==> src/mem_pkg.sv <==
package mem_pkg;

    // datapath widths
    localparam int unsigned XLEN   = 32;
    localparam int unsigned BYTE_W = 8;

    // access length in bytes
    typedef enum logic [2:0] {
        SIZE_B = 3'd1,
        SIZE_H = 3'd2,
        SIZE_W = 3'd4
    } mem_size_t;

    // every instruction is one full word
    localparam int unsigned FETCH_BYTES = 4;

    // bit positions inside the 2-bit busy state
    localparam int unsigned BUSY_IF  = 1;
    localparam int unsigned BUSY_MEM = 0;

endpackage

==> src/load_store_unit.sv <==
`timescale 1ns/10ps

module load_store_unit (
    input  logic                       clk_in,
    input  logic                       rst_in,
    // command side
    input  logic                       cmd_valid,
    input  logic                       cmd_write,
    input  mem_pkg::mem_size_t         cmd_size,
    input  logic                       cmd_signed,
    input  logic [mem_pkg::XLEN-1:0]   cmd_addr,
    input  logic [mem_pkg::XLEN-1:0]   cmd_wdata,
    output logic                       lsu_busy,
    output logic                       lsu_done,
    output logic [mem_pkg::XLEN-1:0]   lsu_rdata,
    // to and from memctrl
    output logic                       read_mem,
    output logic                       write_mem,
    output logic [mem_pkg::XLEN-1:0]   mem_addr,
    output logic [mem_pkg::XLEN-1:0]   mem_data_to_write,
    output mem_pkg::mem_size_t         data_len,
    input  logic                       mem_load_done,
    input  logic [mem_pkg::XLEN-1:0]   mem_ctrl_load_to_mem,
    input  logic [1:0]                 mem_ctrl_busy_state
);
    import mem_pkg::*;

    logic            signed_q;
    logic            issued_q;
    logic            accept;
    logic            done_ok;
    logic            sign_bit;
    logic [XLEN-1:0] ext_data;

    assign accept  = cmd_valid && !lsu_busy;
    assign done_ok = mem_load_done && issued_q;

    // extend from the top bit of the accessed size
    always_comb begin
        case (data_len)
            SIZE_B: begin
                sign_bit = signed_q && mem_ctrl_load_to_mem[BYTE_W-1];
                ext_data = {{(XLEN-BYTE_W){sign_bit}}, mem_ctrl_load_to_mem[BYTE_W-1:0]};
            end
            SIZE_H: begin
                sign_bit = signed_q && mem_ctrl_load_to_mem[2*BYTE_W-1];
                ext_data = {{(XLEN-2*BYTE_W){sign_bit}},
                            mem_ctrl_load_to_mem[2*BYTE_W-1:0]};
            end
            default: begin
                sign_bit = 1'b0;
                ext_data = mem_ctrl_load_to_mem;
            end
        endcase
    end

    always_ff @(posedge clk_in) begin
        if (rst_in) begin
            lsu_busy  <= 1'b0;
            read_mem  <= 1'b0;
            write_mem <= 1'b0;
            issued_q  <= 1'b0;
            lsu_done  <= 1'b0;
        end else begin
            lsu_done <= 1'b0;
            if (accept) begin
                lsu_busy  <= 1'b1;
                read_mem  <= !cmd_write;
                write_mem <= cmd_write;
            end else if (done_ok) begin
                lsu_busy  <= 1'b0;
                read_mem  <= 1'b0;
                write_mem <= 1'b0;
                issued_q  <= 1'b0;
                lsu_done  <= 1'b1;
            end else if ((read_mem || write_mem) && mem_ctrl_busy_state[BUSY_MEM]) begin
                // memctrl has taken our request
                issued_q <= 1'b1;
            end
        end
    end

    // command payload and result
    always_ff @(posedge clk_in) begin
        if (accept) begin
            mem_addr          <= cmd_addr;
            mem_data_to_write <= cmd_wdata;
            data_len          <= cmd_size;
            signed_q          <= cmd_signed;
        end
        if (done_ok) begin
            lsu_rdata <= write_mem ? '0 : ext_data;
        end
    end

endmodule

==> config.mk <==
export PLATFORM = sky130hd
export DESIGN_NAME = load_store_unit
export DESIGN_NICKNAME = d
export VERILOG_FILES = /design/src/mem_pkg.sv /design/src/load_store_unit.sv
export SDC_FILE = /design/constraint.sdc
export NUM_CORES = 1
export LEC_CHECK = 0
export ABC_AREA = 1
export BUFFER_PORTS_ARGS = -buffer_cell sky130_fd_sc_hd__buf_2
export CAP_MARGIN = 10
export CORE_MARGIN = 1
export CORE_UTILIZATION = 38
export CTS_CLUSTER_DIAMETER = 200
export CTS_CLUSTER_SIZE = 12
export DETAILED_ROUTE_END_ITERATION = 10
export GPL_TIMING_DRIVEN = 1
export MAX_ROUTING_LAYER = met4
export PLACE_DENSITY = 0.7
export SLEW_MARGIN = 0
export SYNTH_ARGS = -nofsm -noshare
export SYNTH_HDL_FRONTEND = slang
export SYNTH_SLANG_ARGS = --single-unit
==> constraint.sdc <==
create_clock -name clk_in -period 10.7 [get_ports clk_in]
set_input_delay 1.07 -clock clk_in [delete_from_list [all_inputs] [get_ports clk_in]]
set_output_delay 1.07 -clock clk_in [all_outputs]
set_load 0.01 [all_outputs]
==> key figures <==
Run status
  • Status: finished clean

Logic synthesis
  • Post-synth top flop: edfxtp_1
  • Synthesized area: 3782 µm²
  • Sequential share of the synthesized area: 82.04%
  • Most frequent cell after synthesis: edfxtp_1
  • Post-synth top area share: 79.39%
  • Yosys warns: 0
  • Top cell type by total area after synthesis: edfxtp_1
  • Top cells by count, synth: edfxtp_1 (100), nor2_1 (31), inv_1 (30), nor2_2 (30), nand2_1 (12)
  • Synth cell types: 20
  • #FFs+latches synth: 105
  • EDFF count, synth: 100
  • Syn_nets: 346
  • Avg Synthesized Cell Area: 15.83 µm²
  • Async SR Flop Fraction: 0%
  • Area contributors post-synth: edfxtp_1 (79%), nor2_2 (5.0%), nor2_1 (3.1%)
  • Mapped Cells: 239

Clock network
  • CTS max path bufs: 2
  • Postcts setup bufs: 0
  • PostCTS Resize Cnt: 0
  • Clock-pin slew on the worst setup and hold paths: 0.10 ns
  • TritonCTS Buffers: 9
  • CTS Sinks: 105
  • TritonCTS clock tree: done
  • Root buf cell: clkbuf_8
  • Worst-skew pair later-pin latency: 0.36 ns
  • CTS H-tree depth: 3
  • Hold_buf cts: 0

Floorplanning
  • Die area: 10360 µm²
  • Die Height: 101.8 µm
  • # rows: 36
  • Die W: 101.8 µm
  • Core area: 9729 µm²
  • Top Ports: 210
  • Starting Density: 38.88%

GRT
  • Total GRT Usage: 16.12%
  • Vias in the first global route: 2460
  • GRT overflow: 0
  • Largest net degree at the start of global routing: 44
  • First-pass GRT wire length: 11660 µm
  • Initial antenna violation count: 2

Worst hold path
  • Hold_sp: issued_q
  • HP Class: reg -> reg
  • Hold depth: 2

Setup path
  • Worst path slowest cell: nor2_4
  • Crit path kind: in -> reg
  • Stages on the worst setup path: 4
  • CP startpoint: cmd_valid
  • R2r worst-path depth: 2
  • Crit path launch type: input port
  • Worst Path Buf+Inv: 3
  • Critical-path maximum fanout: 43
  • Endpoint class of the critical path: flip-flop
  • Critical Path AT: 2.43 ns
  • Reg-to-reg startpoint: lsu_busy
  • Crit-path max cell delay: 0.61 ns
  • Worst Path Required: 10.69 ns
  • Cells along the critical path: buf_2 > inv_1 > nor2_4 > buf_4
  • CP top delay family: buffers and inverters

Route
  • Pre-antenna DRT Iters: 4
  • Wirelength per Cell: 13.52 µm
  • DRC viols: 0
  • Vias per cell: 4.264
  • Initial DRC count: 67
  • Routed WL: 8028 µm
  • Total vias in the final route: 2533
  • ANT nets after route: 0

Cells and area
  • Fill cell count: 897
  • Final design instance area without fill: 5177 µm²
  • P&R area growth vs syn: 36.88%
  • Share of cells above drive strength 1: 57.52%
  • Number of nets in the layout: 561

Power and ir drop
  • Switching Fraction: 22.45%
  • Sw power: 0.1828 mW
  • Clk network pwr share: 30.8%
  • PD cells: 157.3 nW/µm²
  • Post-layout power: 0.8142 mW
  • Worst VDD drop: 0.1015 mV
  • Internal power: 0.6314 mW
  • Lkg Pwr: 2.312 nW
  • Combinational Power Share: 10.1%
  • Seq pwr share: 59.0%

Timing
  • Slew @ Worst Pin: 1.166 ns
  • Unrepaired setup endpoints after global routing: no
  • Fin. Hold Viols: 0
  • Tmin final: 2.440 ns
  • Peak Freq: 409.8 MHz
  • Hold WS: 0.4594 ns
  • Period Utilization, post-route: 22.80%
  • Setup TNS: 0 ns
  • Max-slew violations: 0
  • Setup Skew: 0.01021 ns
  • Setup Viol. Count Final: 0
  • Slew headroom: 22.18%

Place
  • Placed inst area: 4965 µm²
  • PortBufs: 208
  • DP HPWL: 6004 µm
  • RePlAce Congestion: 0.7633

Flow run
  • Max Cap Viol: 0
-- worst reg2reg max path, cell delays in order, from the launching register on --
cell and delay (ns):
dfxtp_1 0.35, nor2_4 0.64, buf_4 0.59
-- per-stage QoR --
step	util, %	setup WS, ns	std cells
3_5_place_dp	51.03	7.871	576
2_1_floorplan	-	5.968	239
3_3_place_gp	51.03	7.923	576
6_report	53.22	8.260	594
4_1_cts	53.16	8.256	592
5_1_grt	53.22	8.170	594
-- layer usage --
| layer | global-route usage (%) | vias to the layer above | wire (µm) |
|---|---|---|---|
| li1 | - | 1239 | - |
| met1 | 17.40 | 1152 | 3106 |
| met2 | 27.81 | 134 | 4140 |
| met3 | 4.486 | 8 | 671 |
| met4 | 6.689 | 0 | 109 |
| met5 | - | - | 0 |
-- registers in the layout (all words and copies together), names as in the netlist --
signal and cells:
mem_addr 32, data_len 3, lsu_rdata 32, mem_data_to_write 32, lsu_done 1, issued_q 1, write_mem 1, signed_q 1
lsu_busy 1, read_mem 1
-- power groups by stage --
stage	sequential [mW]	combinational, mW	clock, mW
finish	0.480	0.0826	0.251
global placement	0.489	0.0822	0
detailed placement	0.490	0.0842	0
floorplan	0.502	0.0304	0
CTS	0.481	0.0845	0.259
global route	0.483	0.0921	0.273
-- cells in the final DEF, fill, tap and decap left out --
cell type / netlist / routed
buf_2: 1 / 208
nand3_4: 2 / 2
dfxtp_1: 5 / 5
clkinv_4: 0 / 2
nand3_1: 3 / 3
o21bai_1: 1 / 1
clkbuf_8: 0 / 11
diode_2: 0 / 2
buf_4: 0 / 2
inv_1: 30 / 30
clkinv_2: 0 / 1
bufinv_16: 0 / 1
o21ai_0: 1 / 1
nand2_1: 12 / 12
a21oi_1: 10 / 10
nor3_1: 1 / 1
nand2_4: 2 / 2
o211ai_1: 1 / 1
nor2_2: 30 / 30
clkbuf_1: 3 / 1
inv_2: 3 / 3
edfxtp_1: 100 / 100
nor2_4: 1 / 2
nor2_1: 31 / 30
-- path summary, 6_finish.rpt --
check,endpoint,slack (ns)
max,mem_addr[29],8.26
min,issued_q,0.46
max reg2reg,mem_addr[29],8.73
min reg2reg,issued_q,0.46
-- cell families after synthesis --
| logic type | Yosys count | synth area share (%) |
|---|---|---|
| AO/OA/AOI/OAI | 13 | 1.853 |
| buffers and inverters | 39 | 4.532 |
| flip-flops | 105 | 82.04 |
| AND/OR/NAND/NOR | 82 | 11.58 |
-- cell type report --
| class | count | area (µm²) | share of cell area, % |
|---|---|---|---|
| well taps | 133 | 166.4 | 3.214 |
| multi-input cells | 95 | 515.5 | 9.956 |
| inverters | 33 | 123.9 | 2.392 |
| repair buffers | 210 | 1056 | 20.40 |
| flip-flops and latches | 105 | 3103 | 59.93 |
| diodes | 2 | 5.005 | 0.09666 |
| clock inverters | 4 | 52.55 | 1.015 |
| clock buffers | 12 | 155.1 | 2.997 |
Power figures use the tool's default switching activity.
