$ cat config.mk
export PLATFORM = sky130hd
export DESIGN_NAME = memctrl
export DESIGN_NICKNAME = d
export VERILOG_FILES = /design/src/mem_pkg.sv /design/src/memctrl.sv
export SDC_FILE = /design/constraint.sdc
export NUM_CORES = 1
export LEC_CHECK = 0
export ABC_AREA = 1
export BUFFER_PORTS_ARGS = -buffer_cell sky130_fd_sc_hd__buf_4
export CORE_MARGIN = 3
export CORE_UTILIZATION = 40
export CTS_CLUSTER_DIAMETER = 200
export DETAILED_ROUTE_END_ITERATION = 16
export GPL_ROUTABILITY_DRIVEN = 1
export GPL_TIMING_DRIVEN = 0
export PLACE_DENSITY = 0.68
export SYNTH_ARGS = -nofsm -noshare
export SYNTH_HDL_FRONTEND = slang
export SYNTH_SLANG_ARGS = --single-unit
$ cat constraint.sdc
create_clock -name clk_in -period 4.05 [get_ports clk_in]
set_clock_uncertainty 0.1 [all_clocks]
set_input_delay 0.6075 -clock clk_in [delete_from_list [all_inputs] [get_ports clk_in]]
set_output_delay 0.6075 -clock clk_in [all_outputs]
set_load 0.005 [all_outputs]
$ cat src/mem_pkg.sv
package mem_pkg;

    // datapath widths
    localparam int unsigned XLEN   = 32;
    localparam int unsigned BYTE_W = 8;

    // access length in bytes
    typedef enum logic [2:0] {
        SIZE_B = 3'd1,
        SIZE_H = 3'd2,
        SIZE_W = 3'd4
    } mem_size_t;

    // every instruction is one full word
    localparam int unsigned FETCH_BYTES = 4;

    // bit positions inside the 2-bit busy state
    localparam int unsigned BUSY_IF  = 1;
    localparam int unsigned BUSY_MEM = 0;

endpackage

$ cat src/memctrl.sv
`timescale 1ns/10ps

module memctrl (
    input  logic                        clk_in,
    input  logic                        rst_in,
    input  logic                        rdy_in,
    // busy state to both requesters
    output logic [1:0]                  mem_ctrl_busy_state,
    // data side
    output logic                        mem_load_done,
    output logic [mem_pkg::XLEN-1:0]    mem_ctrl_load_to_mem,
    input  logic                        read_mem,
    input  logic                        write_mem,
    input  logic [mem_pkg::XLEN-1:0]    mem_addr,
    input  logic [mem_pkg::XLEN-1:0]    mem_data_to_write,
    input  mem_pkg::mem_size_t          data_len,
    // fetch side
    output logic                        if_load_done,
    output logic [mem_pkg::XLEN-1:0]    mem_ctrl_instru_to_if,
    input  logic                        if_read_or_not,
    input  logic [mem_pkg::XLEN-1:0]    intru_addr,
    // byte RAM
    input  logic [mem_pkg::BYTE_W-1:0]  d_in,
    output logic                        r_or_w,
    output logic [mem_pkg::XLEN-1:0]    a_out,
    output logic [mem_pkg::BYTE_W-1:0]  d_out
);
    import mem_pkg::*;

    // owner of the RAM port
    localparam logic [1:0] OWN_IDLE  = 2'd0;
    localparam logic [1:0] OWN_FETCH = 2'd1;
    localparam logic [1:0] OWN_READ  = 2'd2;
    localparam logic [1:0] OWN_WRITE = 2'd3;

    logic [1:0]      owner_q;
    logic [2:0]      cnt_q;
    logic [2:0]      last_cnt;
    logic [2:0]      addr_cnt;
    logic [1:0]      byte_sel;
    logic [XLEN-1:0] asm_q;
    logic [XLEN-1:0] asm_next;
    logic [XLEN-1:0] fetch_addr_q;
    logic [XLEN-1:0] base_addr;
    logic            start_ok;
    logic            addr_moved;
    logic            at_last;

    // no new start while a done pulse is still out
    assign start_ok   = (owner_q == OWN_IDLE) && !mem_load_done && !if_load_done;
    assign addr_moved = (intru_addr != fetch_addr_q);
    assign at_last    = (cnt_q == last_cnt);

    // final count of the running transaction
    always_comb begin
        case (owner_q)
            OWN_FETCH: last_cnt = 3'(FETCH_BYTES);
            OWN_READ:  last_cnt = data_len;
            OWN_WRITE: last_cnt = data_len - 3'd1;
            default:   last_cnt = 3'd0;
        endcase
    end

    // byte arriving now belongs to the previous count
    assign byte_sel = cnt_q[1:0] - 2'd1;

    always_comb begin
        asm_next = asm_q;
        if (cnt_q != 3'd0) begin
            asm_next[byte_sel*BYTE_W +: BYTE_W] = d_in;
        end
    end

    // a stalled cycle re-reads the byte still waiting to be captured
    assign addr_cnt = rdy_in ? cnt_q : cnt_q - 3'd1;

    // RAM side
    assign base_addr = (owner_q == OWN_FETCH) ? intru_addr : mem_addr;
    assign a_out     = base_addr + XLEN'(addr_cnt);
    assign d_out     = mem_data_to_write[cnt_q[1:0]*BYTE_W +: BYTE_W];
    assign r_or_w    = rdy_in && (owner_q == OWN_WRITE);

    always_comb begin
        mem_ctrl_busy_state           = 2'b00;
        mem_ctrl_busy_state[BUSY_IF]  = (owner_q == OWN_FETCH);
        mem_ctrl_busy_state[BUSY_MEM] = (owner_q == OWN_READ) || (owner_q == OWN_WRITE);
    end

    // owner, counter and done pulses
    always_ff @(posedge clk_in) begin
        if (rst_in) begin
            owner_q       <= OWN_IDLE;
            cnt_q         <= 3'd0;
            mem_load_done <= 1'b0;
            if_load_done  <= 1'b0;
        end else begin
            // pulses last one cycle even under a stall
            mem_load_done <= 1'b0;
            if_load_done  <= 1'b0;
            if (rdy_in) begin
                case (owner_q)
                    OWN_IDLE: begin
                        cnt_q <= 3'd0;
                        if (start_ok) begin
                            // data request beats fetch
                            if (read_mem) begin
                                owner_q <= OWN_READ;
                            end else if (write_mem) begin
                                owner_q <= OWN_WRITE;
                            end else if (if_read_or_not) begin
                                owner_q <= OWN_FETCH;
                            end
                        end
                    end
                    OWN_FETCH: begin
                        if (addr_moved) begin
                            // pc moved under us so the word starts over
                            cnt_q <= 3'd0;
                        end else if (at_last) begin
                            owner_q      <= OWN_IDLE;
                            if_load_done <= 1'b1;
                        end else begin
                            cnt_q <= cnt_q + 3'd1;
                        end
                    end
                    default: begin
                        if (at_last) begin
                            owner_q       <= OWN_IDLE;
                            mem_load_done <= 1'b1;
                        end else begin
                            cnt_q <= cnt_q + 3'd1;
                        end
                    end
                endcase
            end
        end
    end

    // word assembly and returned data
    always_ff @(posedge clk_in) begin
        if (rdy_in) begin
            if (owner_q == OWN_IDLE) begin
                asm_q        <= '0;
                fetch_addr_q <= intru_addr;
            end else if ((owner_q == OWN_FETCH) && addr_moved) begin
                asm_q        <= '0;
                fetch_addr_q <= intru_addr;
            end else if (owner_q != OWN_WRITE) begin
                asm_q <= asm_next;
            end

            // last byte goes straight into the result
            if ((owner_q == OWN_READ) && at_last) begin
                mem_ctrl_load_to_mem <= asm_next;
            end
            if ((owner_q == OWN_FETCH) && !addr_moved && at_last) begin
                mem_ctrl_instru_to_if <= asm_next;
            end
        end
    end

endmodule

==> impl_metrics.csv <==
group,metric,value,unit
status,status,"completed",
die,num_rows,49,
die,ios,222,
layout,final_layout_size_suffix_gt1_share,31.4,%
clock_tree,cts_sinks,135,
global_route,grt_pass1_wl,32600,um
setup_path,path_class,"flip-flop to output pin",
clock_tree,cts-htree-levels,4,
route,wire_per_inst,15.5,um
synth,synth_area,7560,um^2
synth,synth_fp_nets,983,
timing,post-route-period-util,96.0,%
layout,final_common_cell,"nand2_1",
timing,tns,0,ps
synth,synth-seq-cells,135,
synth,yosys-top-cells-area,"edfxtp_1 51%, nand2_1 13%, inv_1 5.7%, nor2_1 4.3%, xnor2_1 2.8%",
setup_path,path_max_fanout,10,
route,ant_nets,0,
global_route,grt_use_total,20.3,%
route,first_pass_iters,6,
synth,yosysUniqueCellTypes,42,
die,core,18300,um^2
power,ir_drop,0.318,mV
min_path,min_path_cells,1,
timing,drv_slew,0,
global_route,grt_max_degree,21,
timing,timing.slew.headroom,34.5,%
synth,synth_seq_area_share,52.7,%
layout,nets,1240,
placement,port_buffers,221,
setup_path,arrival,3180,ps
power,power_density,406,nW/um^2
synth,ys.warnings.count,0,
setup_path,end_kind,"output pin",
clock_tree,cts-root-buf,"clkbuf_16",
setup_path,reg2regPathDepth,9,
clock_tree,clockBufferDepth,2,
placement,place_congestion,0.937,
route,totalWireLength,21000,um
route,drt-initial-drc-count,454,
placement,dp.cells,1312,
layout,num_antenna_cells,0,
clock_tree,cts_hold_buf,0,
global_route,grt_overflow,0,
route,via_per_inst,4.90,
clock_tree,path_clk_slew,70,ps
global_route,antenna_found_initial,0,
clock_tree,cts_inserted_buffers,17,
timing,worst_pin_slew,979,ps
layout,stdcell_count,1357,
timing,layout_min_cycle_time,3890,ps
layout,syn_to_final_growth,39.2,%
placement,hpwl,16200,um
setup_path,critPathLaunchType,"flip-flop",
die,die_y,143,um
layout,mostFrequentLayoutCells,"252 x nand2_1, 239 x buf_4, 128 x edfxtp_1",
synth,syn_inst,858,
die,start_util,41.4,%
global_route,grt_pass1_vias,6379,
min_path,hp-class,"primary input to flip-flop",
die,dieArea,20600,um^2
die,dieWidth,143,um
clock_tree,clock_latency,430,ps
route,vias,6643,
setup_path,cp.required,3340,ps
timing,max_freq,257,MHz
route,drc_errors,0,
synth,synth_area_leader_cell,"edfxtp_1",
timing,setup_viol,0,
synth,synth_top_area_share,50.8,%
synth,avgSynthCellArea,8.81,um^2
timing,hold_violations,0,
job,maxCapViolCount,0,
clock_tree,cts_tree,"yes",
power,power_leakage,0.00484,uW
==> area by class of cell <==
class                           count  area [um^2]
Timing Repair Buffer              243         1900
Buffer                             21          165
Multi-Input combinational cell    575         3080
Inverter                          122          465
Sequential cell                   135         3990
Fill cell                        1621         7750
Clock inverter                     15          210
Tap cell                          229          287
Clock buffer                       17          425
==> what timing repair did <==
item / in CTS / in global routing
buffers inserted: 3 / 15
endpoints found under the setup margin: 31 / 19
gates resized for setup: 24 / 9
pin swaps: 4 / 5
==> state kept, by name, indices dropped and copies added, names as in the netlist <==
register               cells
asm_q                     32
fetch_addr_q              32
mem_ctrl_instru_to_if     32
mem_ctrl_load_to_mem      32
cnt_q                      3
owner_q                    2
if_load_done               1
mem_load_done              1
==> where the power goes <==
part	switching (uW)	internal, uW	total [uW]
Clock	700	947	1650
Combinational	544	411	955
Sequential	28.1	1640	1670
Total	1270	3000	4270
==> final timing paths <==
kind,from,end,slack (ps)
max,owner_q[0],a_out[20],160
max reg2reg,cnt_q[1],mem_ctrl_load_to_mem[27],1230
min reg2reg,asm_q[22],mem_ctrl_load_to_mem[22],470
min,intru_addr[1],fetch_addr_q[1],280
==> through the flow <==
| stage | utilization [%] | total power (uW) | cell area [um^2] | setup WS, ps | hold WS (ps) |
|---|---|---|---|---|---|
| after detailed placement | 52.9 | 2620 | 9660 | -1130 | 451 |
| after global routing | 57.6 | 4470 | 10500 | -11.4 | 263 |
| after floorplan | - | 2220 | 7570 | 6.22 | 429 |
| final | 57.6 | 4270 | 10500 | 161 | 278 |
| after global placement | 52.1 | 2580 | 9510 | -1060 | 448 |
| after CTS | 57.0 | 4280 | 10400 | 7.69 | 265 |
==> cell families after synthesis <==
family,count (synthesis),share of synthesized area [%]
xor+xnor,47,5.45
fa+ha+maj,12,2.09
compound gates,105,8.51
simple gates,411,23.0
buf+inv,148,8.23
flops,135,52.7
==> synth_stat cells, drive strengths merged <==
library cell,count
a21oi,22
a31oi,1
and2,1
and3,1
buf,15
clkbuf,11
clkinv,1
dfxtp,7
edfxtp,128
fa,1
ha,11
inv,121
nand2,261
nand3,25
nand4,14
nor2,95
nor3,10
nor3b,1
o21a,8
o21ai,57
o21bai,1
o22ai,8
o31ai,8
or2,3
xnor2,24
xor2,23
==> worst max-delay path, stage by stage (launching register included) <==
cell     delay (ps)
dfxtp_1         330
buf_6           140
nand2_4          90
buf_12          140
buf_6           130
o21ai_1         140
ha_2            200
inv_1            60
fa_2            420
o21ai_4         210
nand4_4         150
inv_2            90
nand2_1         110
nor2_4          170
nand2_1          80
xor2_1          140
buf_4           150
==> per-layer routing <==
layer | vias up | track usage, % | routed length (um)
li1 | 3323 | - | -
met1 | 3030 | 28.3 | 9340
met2 | 259 | 32.5 | 9730
met3 | 31 | 4.39 | 1570
met4 | 0 | 5.30 | 403
met5 | - | 0 | 0
(Power assumes the default switching activity.)
