## src/mem_pkg.sv

```systemverilog
package mem_pkg;

    // datapath widths
    localparam int unsigned XLEN   = 32;
    localparam int unsigned BYTE_W = 8;

    // access length in bytes
    typedef enum logic [2:0] {
        SIZE_B = 3'd1,
        SIZE_H = 3'd2,
        SIZE_W = 3'd4
    } mem_size_t;

    // every instruction is one full word
    localparam int unsigned FETCH_BYTES = 4;

    // bit positions inside the 2-bit busy state
    localparam int unsigned BUSY_IF  = 1;
    localparam int unsigned BUSY_MEM = 0;

endpackage

```

## src/fetch_unit.sv

```systemverilog
`timescale 1ns/10ps

module fetch_unit (
    input  logic                       clk_in,
    input  logic                       rst_in,
    input  logic                       fetch_en,
    input  logic                       pc_load,
    input  logic [mem_pkg::XLEN-1:0]   pc_value,
    output logic                       instr_valid,
    output logic [mem_pkg::XLEN-1:0]   instr,
    output logic [mem_pkg::XLEN-1:0]   instr_pc,
    // to and from memctrl
    output logic                       if_read_or_not,
    output logic [mem_pkg::XLEN-1:0]   intru_addr,
    input  logic                       if_load_done,
    input  logic [mem_pkg::XLEN-1:0]   mem_ctrl_instru_to_if,
    input  logic [1:0]                 mem_ctrl_busy_state
);
    import mem_pkg::*;

    logic [XLEN-1:0] pc_q;
    logic            in_flight_q;
    logic            accept;

    // a done only counts for a fetch we saw memctrl take up
    assign accept     = if_load_done && if_read_or_not && in_flight_q;
    assign intru_addr = pc_q;

    always_ff @(posedge clk_in) begin
        if (rst_in) begin
            pc_q           <= '0;
            if_read_or_not <= 1'b0;
            in_flight_q    <= 1'b0;
            instr_valid    <= 1'b0;
        end else begin
            instr_valid <= 1'b0;
            if (pc_load) begin
                // new pc cancels whatever was pending
                pc_q           <= pc_value;
                if_read_or_not <= 1'b0;
                in_flight_q    <= 1'b0;
            end else if (accept) begin
                pc_q           <= pc_q + XLEN'(FETCH_BYTES);
                if_read_or_not <= 1'b0;
                in_flight_q    <= 1'b0;
                instr_valid    <= 1'b1;
            end else begin
                // request goes up one cycle after it was dropped
                if (fetch_en && !if_read_or_not) begin
                    if_read_or_not <= 1'b1;
                end
                if (if_read_or_not && mem_ctrl_busy_state[BUSY_IF]) begin
                    in_flight_q <= 1'b1;
                end
            end
        end
    end

    // instruction word and its pc
    always_ff @(posedge clk_in) begin
        if (accept && !pc_load) begin
            instr    <= mem_ctrl_instru_to_if;
            instr_pc <= pc_q;
        end
    end

endmodule

```

## config.mk

```make
export PLATFORM = sky130hd
export DESIGN_NAME = fetch_unit
export DESIGN_NICKNAME = d
export VERILOG_FILES = /design/src/mem_pkg.sv /design/src/fetch_unit.sv
export SDC_FILE = /design/constraint.sdc
export NUM_CORES = 1
export LEC_CHECK = 0
export ABC_AREA = 0
export BUFFER_PORTS_ARGS = -buffer_cell sky130_fd_sc_hd__buf_2
export CAP_MARGIN = 20
export CORE_MARGIN = 2
export CORE_UTILIZATION = 48
export CTS_CLUSTER_DIAMETER = 200
export CTS_CLUSTER_SIZE = 20
export DETAILED_ROUTE_END_ITERATION = 8
export GPL_TIMING_DRIVEN = 0
export HOLD_SLACK_MARGIN = 0.15
export PLACE_DENSITY = 0.83
export SLEW_MARGIN = 20
export SYNTH_ARGS = -nofsm -noshare
export SYNTH_HDL_FRONTEND = slang
export SYNTH_SLANG_ARGS = --single-unit
export TNS_END_PERCENT = 50
```

## constraint.sdc

```tcl
create_clock -name clk_in -period 9.7 [get_ports clk_in]
set_clock_uncertainty 0.2 [all_clocks]
set_input_delay 2.91 -clock clk_in [delete_from_list [all_inputs] [get_ports clk_in]]
set_output_delay 2.91 -clock clk_in [all_outputs]
set_load 0.05 [all_outputs]
```

==> results of run 1 <==
-- registers in the layout (all words and copies together), names as in the netlist --
name            count
instr_pc           32
if_read_or_not      1
intru_addr         32
in_flight_q         1
instr              32
instr_valid         1
-- layout by cell type, fill, tap and decap left out, drive strengths merged, types with 7 or more instances in the layout --
master / n
clkbuf: 21
inv: 10
nand4: 13
dfxtp: 35
or4: 7
o21ai: 12
a31oi: 8
a311oi: 8
nor4: 11
nand2: 19
buf: 171
nor2: 18
edfxtp: 64
nand3: 11
a21oi: 7
-- worst min path at each step --
stage / from / cells past startpoint / to / slack [ps]
6_report: intru_addr[0]$_SDFFE_PP0P_ / 0 / instr_pc[0]$_DFFE_PP_ / 270
5_1_grt: intru_addr[0]$_SDFFE_PP0P_ / 0 / instr_pc[0]$_DFFE_PP_ / 290
4_1_cts: intru_addr[0]$_SDFFE_PP0P_ / 0 / instr_pc[0]$_DFFE_PP_ / 270
3_5_place_dp: intru_addr[0]$_SDFFE_PP0P_ / 0 / instr_pc[0]$_DFFE_PP_ / 240
3_3_place_gp: intru_addr[1]$_SDFFE_PP0P_ / 0 / instr_pc[1]$_DFFE_PP_ / 230
2_1_floorplan: in_flight_q$_SDFFE_PP0P_ / 2 / in_flight_q$_SDFFE_PP0P_ / 320
-- metrics by stage --
stage | instances | hold slack (ps) | total power [mW]
floorplan | 313 | 321 | 0.532
global placement | 584 | 235 | 0.564
detailed placement | 586 | 239 | 0.567
CTS | 602 | 268 | 0.810
global route | 602 | 290 | 0.834
finish | 602 | 265 | 0.805
-- layout make-up --
type	count	area (um2)	area share, %
Buffer	15	57.6	1.12
Tap cell	105	131	2.56
Multi-Input combinational cell	191	1230	24.0
Clock inverter	7	58.8	1.15
Inverter	8	30.0	0.586
Clock buffer	9	124	2.42
Sequential cell	99	2620	51.2
Timing Repair Buffer	168	871	17.0
-- critical path: stages --
cell and delay, ps:
buf_2 90, clkbuf_1 390, buf_1 490, clkbuf_1 500, nor2_4 180, buf_12 220
-- where the power goes --
part / switching (mW) / internal [mW] / leakage, nW
clock: 0.150 / 0.0973 / 0.0937
combinational: 0.0576 / 0.0270 / 1.04
sequential: 0.0162 / 0.457 / 0.877
total: 0.223 / 0.581 / 2.01
-- metal layers --
layer | vias up | track usage (%) | share of wire, %
met5 | - | 0 | 0
met4 | 0 | 9.42 | 1.7
met3 | 18 | 4.63 | 8.4
met2 | 190 | 41.1 | 50
met1 | 1614 | 29.1 | 39
li1 | 1603 | - | -
-- kinds of logic (layout without fill, tap and decap cells) --
| logic type | after synthesis | after routing | share of synthesized area (%) |
|---|---|---|---|
| simple gates | 116 | 116 | 17.0 |
| compound gates | 64 | 64 | 11.5 |
| fa+ha+maj | 1 | 1 | 0.318 |
| xor+xnor | 8 | 8 | 1.78 |
| flops | 99 | 99 | 66.7 |
| mux | 2 | 2 | 0.509 |
| buf+inv | 23 | 207 | 2.23 |
==> metrics, run 1 <==
outcome finished clean; core area 8090 um2; post_cts resized 0; fmax 0.205 GHz; Worst-path clk slew around 100 ps; Slew Viols, Final 0; startpoint type of the worst setup path primary input; post-route cell area 5120 um2; H-tree lvl count 3; # diodes 0; Ys Warns 0; Initial Util between 40% and 50%; relative max-transition margin 40.2%; Sink Count 99; worst path required time 9620 ps; layout cell share with drive strength beyond 1 between 30% and 40%; number of synthesized flops with an enable pin 64; I/O pin total 169; top-area cell type share of the netlist area 48.9%; leakage 2.01 nW; hpwl dp 7880 um; Post-synth top cells edfxtp_1, dfxtp_1, nand2_1; placed cell area approximately 4900 um2; Port Buffers 166; cell row count 33; Async S/R FF share, synth 0%; most common cell in the synthesized netlist edfxtp_1; Syn Nets 385; Setup crit start pc_load; DR DRC count 0; Synth area leaders edfxtp_1, dfxtp_1, nand4_1; routability cong. 0.897; Longest Clk Path Bufs 2; CP endpoint instr[20]$_DFFE_PP_; Layout area overhead 30.3%; max-cap violations 0; worst path setup slack after routing 4820 ps; dominant cell type by area after synthesis edfxtp_1; drt total wl around 11000 um; Slew @ Worst Pin 889 ps; DR vias 3425; Skew-Pair Late Insertion Delay 370 ps; Syn Inst Count 313; number of global-route vias before repair roughly 3200; CTS tree done; CTS Hold Bufs 0; fin crit period about 4900 ps; Inserted Clock Buffers 9; GR Util All Layers 23.7%; Data arrival, critical path 4800 ps; length in cells of the worst reg-to-reg path 5; Cell variety after synth 48; Initial DRT Pass Iterations 5; full die area 8930 um2; first-pass GRT wire length about 16000 um; Seq/Total Area, Yosys 66.7%; fill count 683; Primary FF master, synth edfxtp_1; maximum VDD drop 0.0853 mV; crit path kind primary input to flop; 1st-iter DRT viols 280; pre-CTS WS 4460 ps; FF+latch count, synth 99; Hold Crit Class flop to flop; Die X roughly 95 um; Die Y 94.5 um; RSZ-0062 raised after global routing no; final hold violations 0; CTS root buf clkbuf_8; Post-DRT Antenna Nets 0; R2R Path End intru_addr[26]$_SDFFE_PP0P_; fin crit share 50.3%; R2R Setup Slk 7070 ps; Mapped Area ~4000 um2; Final TNS setup 0 ps; maximum fanout along the worst path 31; syn avg cell area 12.6 um2; FF-to-FF Start intru_addr[2]$_SDFFE_PP0P_; Post CTS Setup Buffer Count 0; fin nets 564; final core utilization 63.3%; # setup viols final 0; gr ovfl total 0; CP Capture Type flop; power per standard cell area 157 nW/um2; largest net degree at the start of global routing 32; initial antenna violation count 0; vias per std cell 5.69; Routed WL per cell 17.8 um
Note: power is estimated with default switching activity, not from simulation.
==> run 2, diff against run 1 <==
Settings changed: CORE_UTILIZATION 48 to 43, PLACE_DENSITY 0.83 to 0.78.
Clock period 9.7 ns to 4 ns, I/O delays scaled along.
==> run 2 against run 1 <==
Combinational power rose by 140%. Setup slack got worse by 4100 ps. Total power rose by 140%. Clock power rose by 150%. Count of clock-buffer cells in the layout did not move. Hold slack got worse by 1.8 ps. Die area rose by 11%. First-iteration DRC count fell by 5.7%. Critical endpoint is now instr[28]$_DFFE_PP_. Largest cell class unchanged. Highest routed layer unchanged.
==> metrics, run 2 (same netlist as run 1, synthesis figures left out) <==
outcome finished clean; max-cap violations 0 (unchanged); CP Capture Type flop; WL met3 931 um (+4.1%); core area 8810 um2 (+8.8%); Post-DRT Antenna Nets 0 (unchanged); placed insts 589 (+0.51%); R2R Setup Slk 1420 ps (-5650 ps); Sink Count 99 (unchanged); largest net degree at the start of global routing 32 (unchanged); R2R Path End intru_addr[26]$_SDFFE_PP0P_; maximum VDD drop 0.181 mV (+110%); routed wl met2 5360 um (-0.83%); 1st-iter DRT viols 264 (-5.7%); RSZ-0062 raised after global routing no; vias per std cell 5.68 (-0.13%); Final TNS setup 0 ps (unchanged); full die area 9930 um2 (+11%); length in cells of the worst reg-to-reg path 5 (unchanged); most frequent cells in the layout buf_2, edfxtp_1, dfxtp_1; fmax 0.305 GHz; startpoint type of the worst setup path primary input; H-tree lvl count 3 (unchanged); Worst-path clk slew 90 ps (about the same); CTS tree done; fin nets 564 (unchanged); WL met1 4150 um (-1.7%); DR vias 3432 (+0.20%); initial antenna violation count 0 (unchanged); hpwl dp 7890 um (about the same); routability cong. 0.869 (-3.1%); relative max-transition margin 33.4% (-6.8 points); fill count 749 (+9.7%); Inserted Clock Buffers 9 (unchanged); cell row count 34 (+3.0%); Slew Viols, Final 0 (unchanged); fin crit share 82.0%; first-pass GRT wire length 15800 um (-1.7%); post_cts resized 0 (unchanged); layout cell share with drive strength beyond 1 39.3% (+0.079 points); Skew-Pair Late Insertion Delay 370 ps (about the same); DR DRC count 0 (unchanged); worst path required time 3920 ps (-5700 ps); CP endpoint instr[28]$_DFFE_PP_; Routed WL per cell 17.5 um (-1.3%); Die Y 99.6 um (+5.4%); power per standard cell area 381 nW/um2 (+140%); Die X 99.6 um (+5.4%); Data arrival, critical path 3200 ps (-1600 ps); Layout area overhead 30.6%; I/O pin total 169 (unchanged); # setup viols final 0 (unchanged); # diodes 0 (unchanged); FF-to-FF Start intru_addr[2]$_SDFFE_PP0P_; number of global-route vias before repair 3119 (-3.0%); GR Util All Layers 20.6% (-3.1 points); Setup crit start pc_load; fin cells 604 (+0.33%); Initial Util 44.7% (-3.9 points); Post CTS Setup Buffer Count 0 (unchanged); CTS Hold Bufs 0 (unchanged); Initial DRT Pass Iterations 5 (unchanged); CTS root buf clkbuf_8; fin crit period 3280 ps; leakage 2.02 nW (+0.18%); Longest Clk Path Bufs 2 (unchanged); crit path kind primary input to flop; top sig layer met4; Hold Crit Class flop to flop; gr ovfl total 0 (unchanged); commonest non-fill, non-tap cell in the layout buf_2; drt total wl 10600 um (-0.93%); Slew @ Worst Pin 990 ps (+100 ps); Port Buffers 166 (unchanged); final hold violations 0 (unchanged); maximum fanout along the worst path 31 (unchanged)
[run 2: worst max-delay path, stage by stage]
cell and delay (ps):
buf_2 90, clkbuf_1 370, buf_1 530, clkbuf_1 530, nor2_4 220, buf_12 230
[run 2: layout make-up]
cell class                 instances  area [um2]  area share [%]
tap                              108         135            2.63
sequential                        99        2620            51.1
timing repair buffer             168         878            17.1
inverter                           8        30.0           0.585
clock buffer                       9         124            2.41
clock inverter                     6        57.6            1.12
buffer                            15        57.6            1.12
multi-input combinational        191        1230            24.0
[run 2: power by group]
part           total, mW  switching (mW)  internal (mW)
clock              0.606           0.368          0.238
combinational      0.203           0.138         0.0655
sequential          1.15          0.0393           1.11
[run 2: worst min-delay path by stage]
| stage | start | end | depth (start not counted) | slack [ps] |
|---|---|---|---|---|
| final | intru_addr[0]$_SDFFE_PP0P_ | instr_pc[0]$_DFFE_PP_ | 0 | 260 |
| after global routing | intru_addr[0]$_SDFFE_PP0P_ | instr_pc[0]$_DFFE_PP_ | 0 | 270 |
| after CTS | intru_addr[0]$_SDFFE_PP0P_ | instr_pc[0]$_DFFE_PP_ | 0 | 270 |
| after detailed placement | intru_addr[0]$_SDFFE_PP0P_ | instr_pc[0]$_DFFE_PP_ | 0 | 240 |
| after global placement | intru_addr[1]$_SDFFE_PP0P_ | instr_pc[1]$_DFFE_PP_ | 0 | 230 |
| after floorplan | in_flight_q$_SDFFE_PP0P_ | in_flight_q$_SDFFE_PP0P_ | 2 | 320 |
[run 2: stage by stage]
stage | hold WS (ps) | worst slack [ps] | power (mW) | instance area [um2] | util (%)
after floorplan | 321 | 564 | 1.29 | 3940 | -
after global placement | 235 | -272 | 1.37 | 4910 | 55.7
after detailed placement | 244 | 363 | 1.37 | 4950 | 56.3
after CTS | 267 | 767 | 1.97 | 5130 | 58.3
after global routing | 273 | 621 | 2.02 | 5130 | 58.3
final | 264 | 720 | 1.96 | 5130 | 58.3
[run 2: metal layers]
metal / track usage [%] / vias to the layer above
li1: - / 1600
met1: 25.9 / 1638
met2: 34.5 / 177
met3: 4.64 / 17
met4: 8.11 / 0
met5: 0 / -
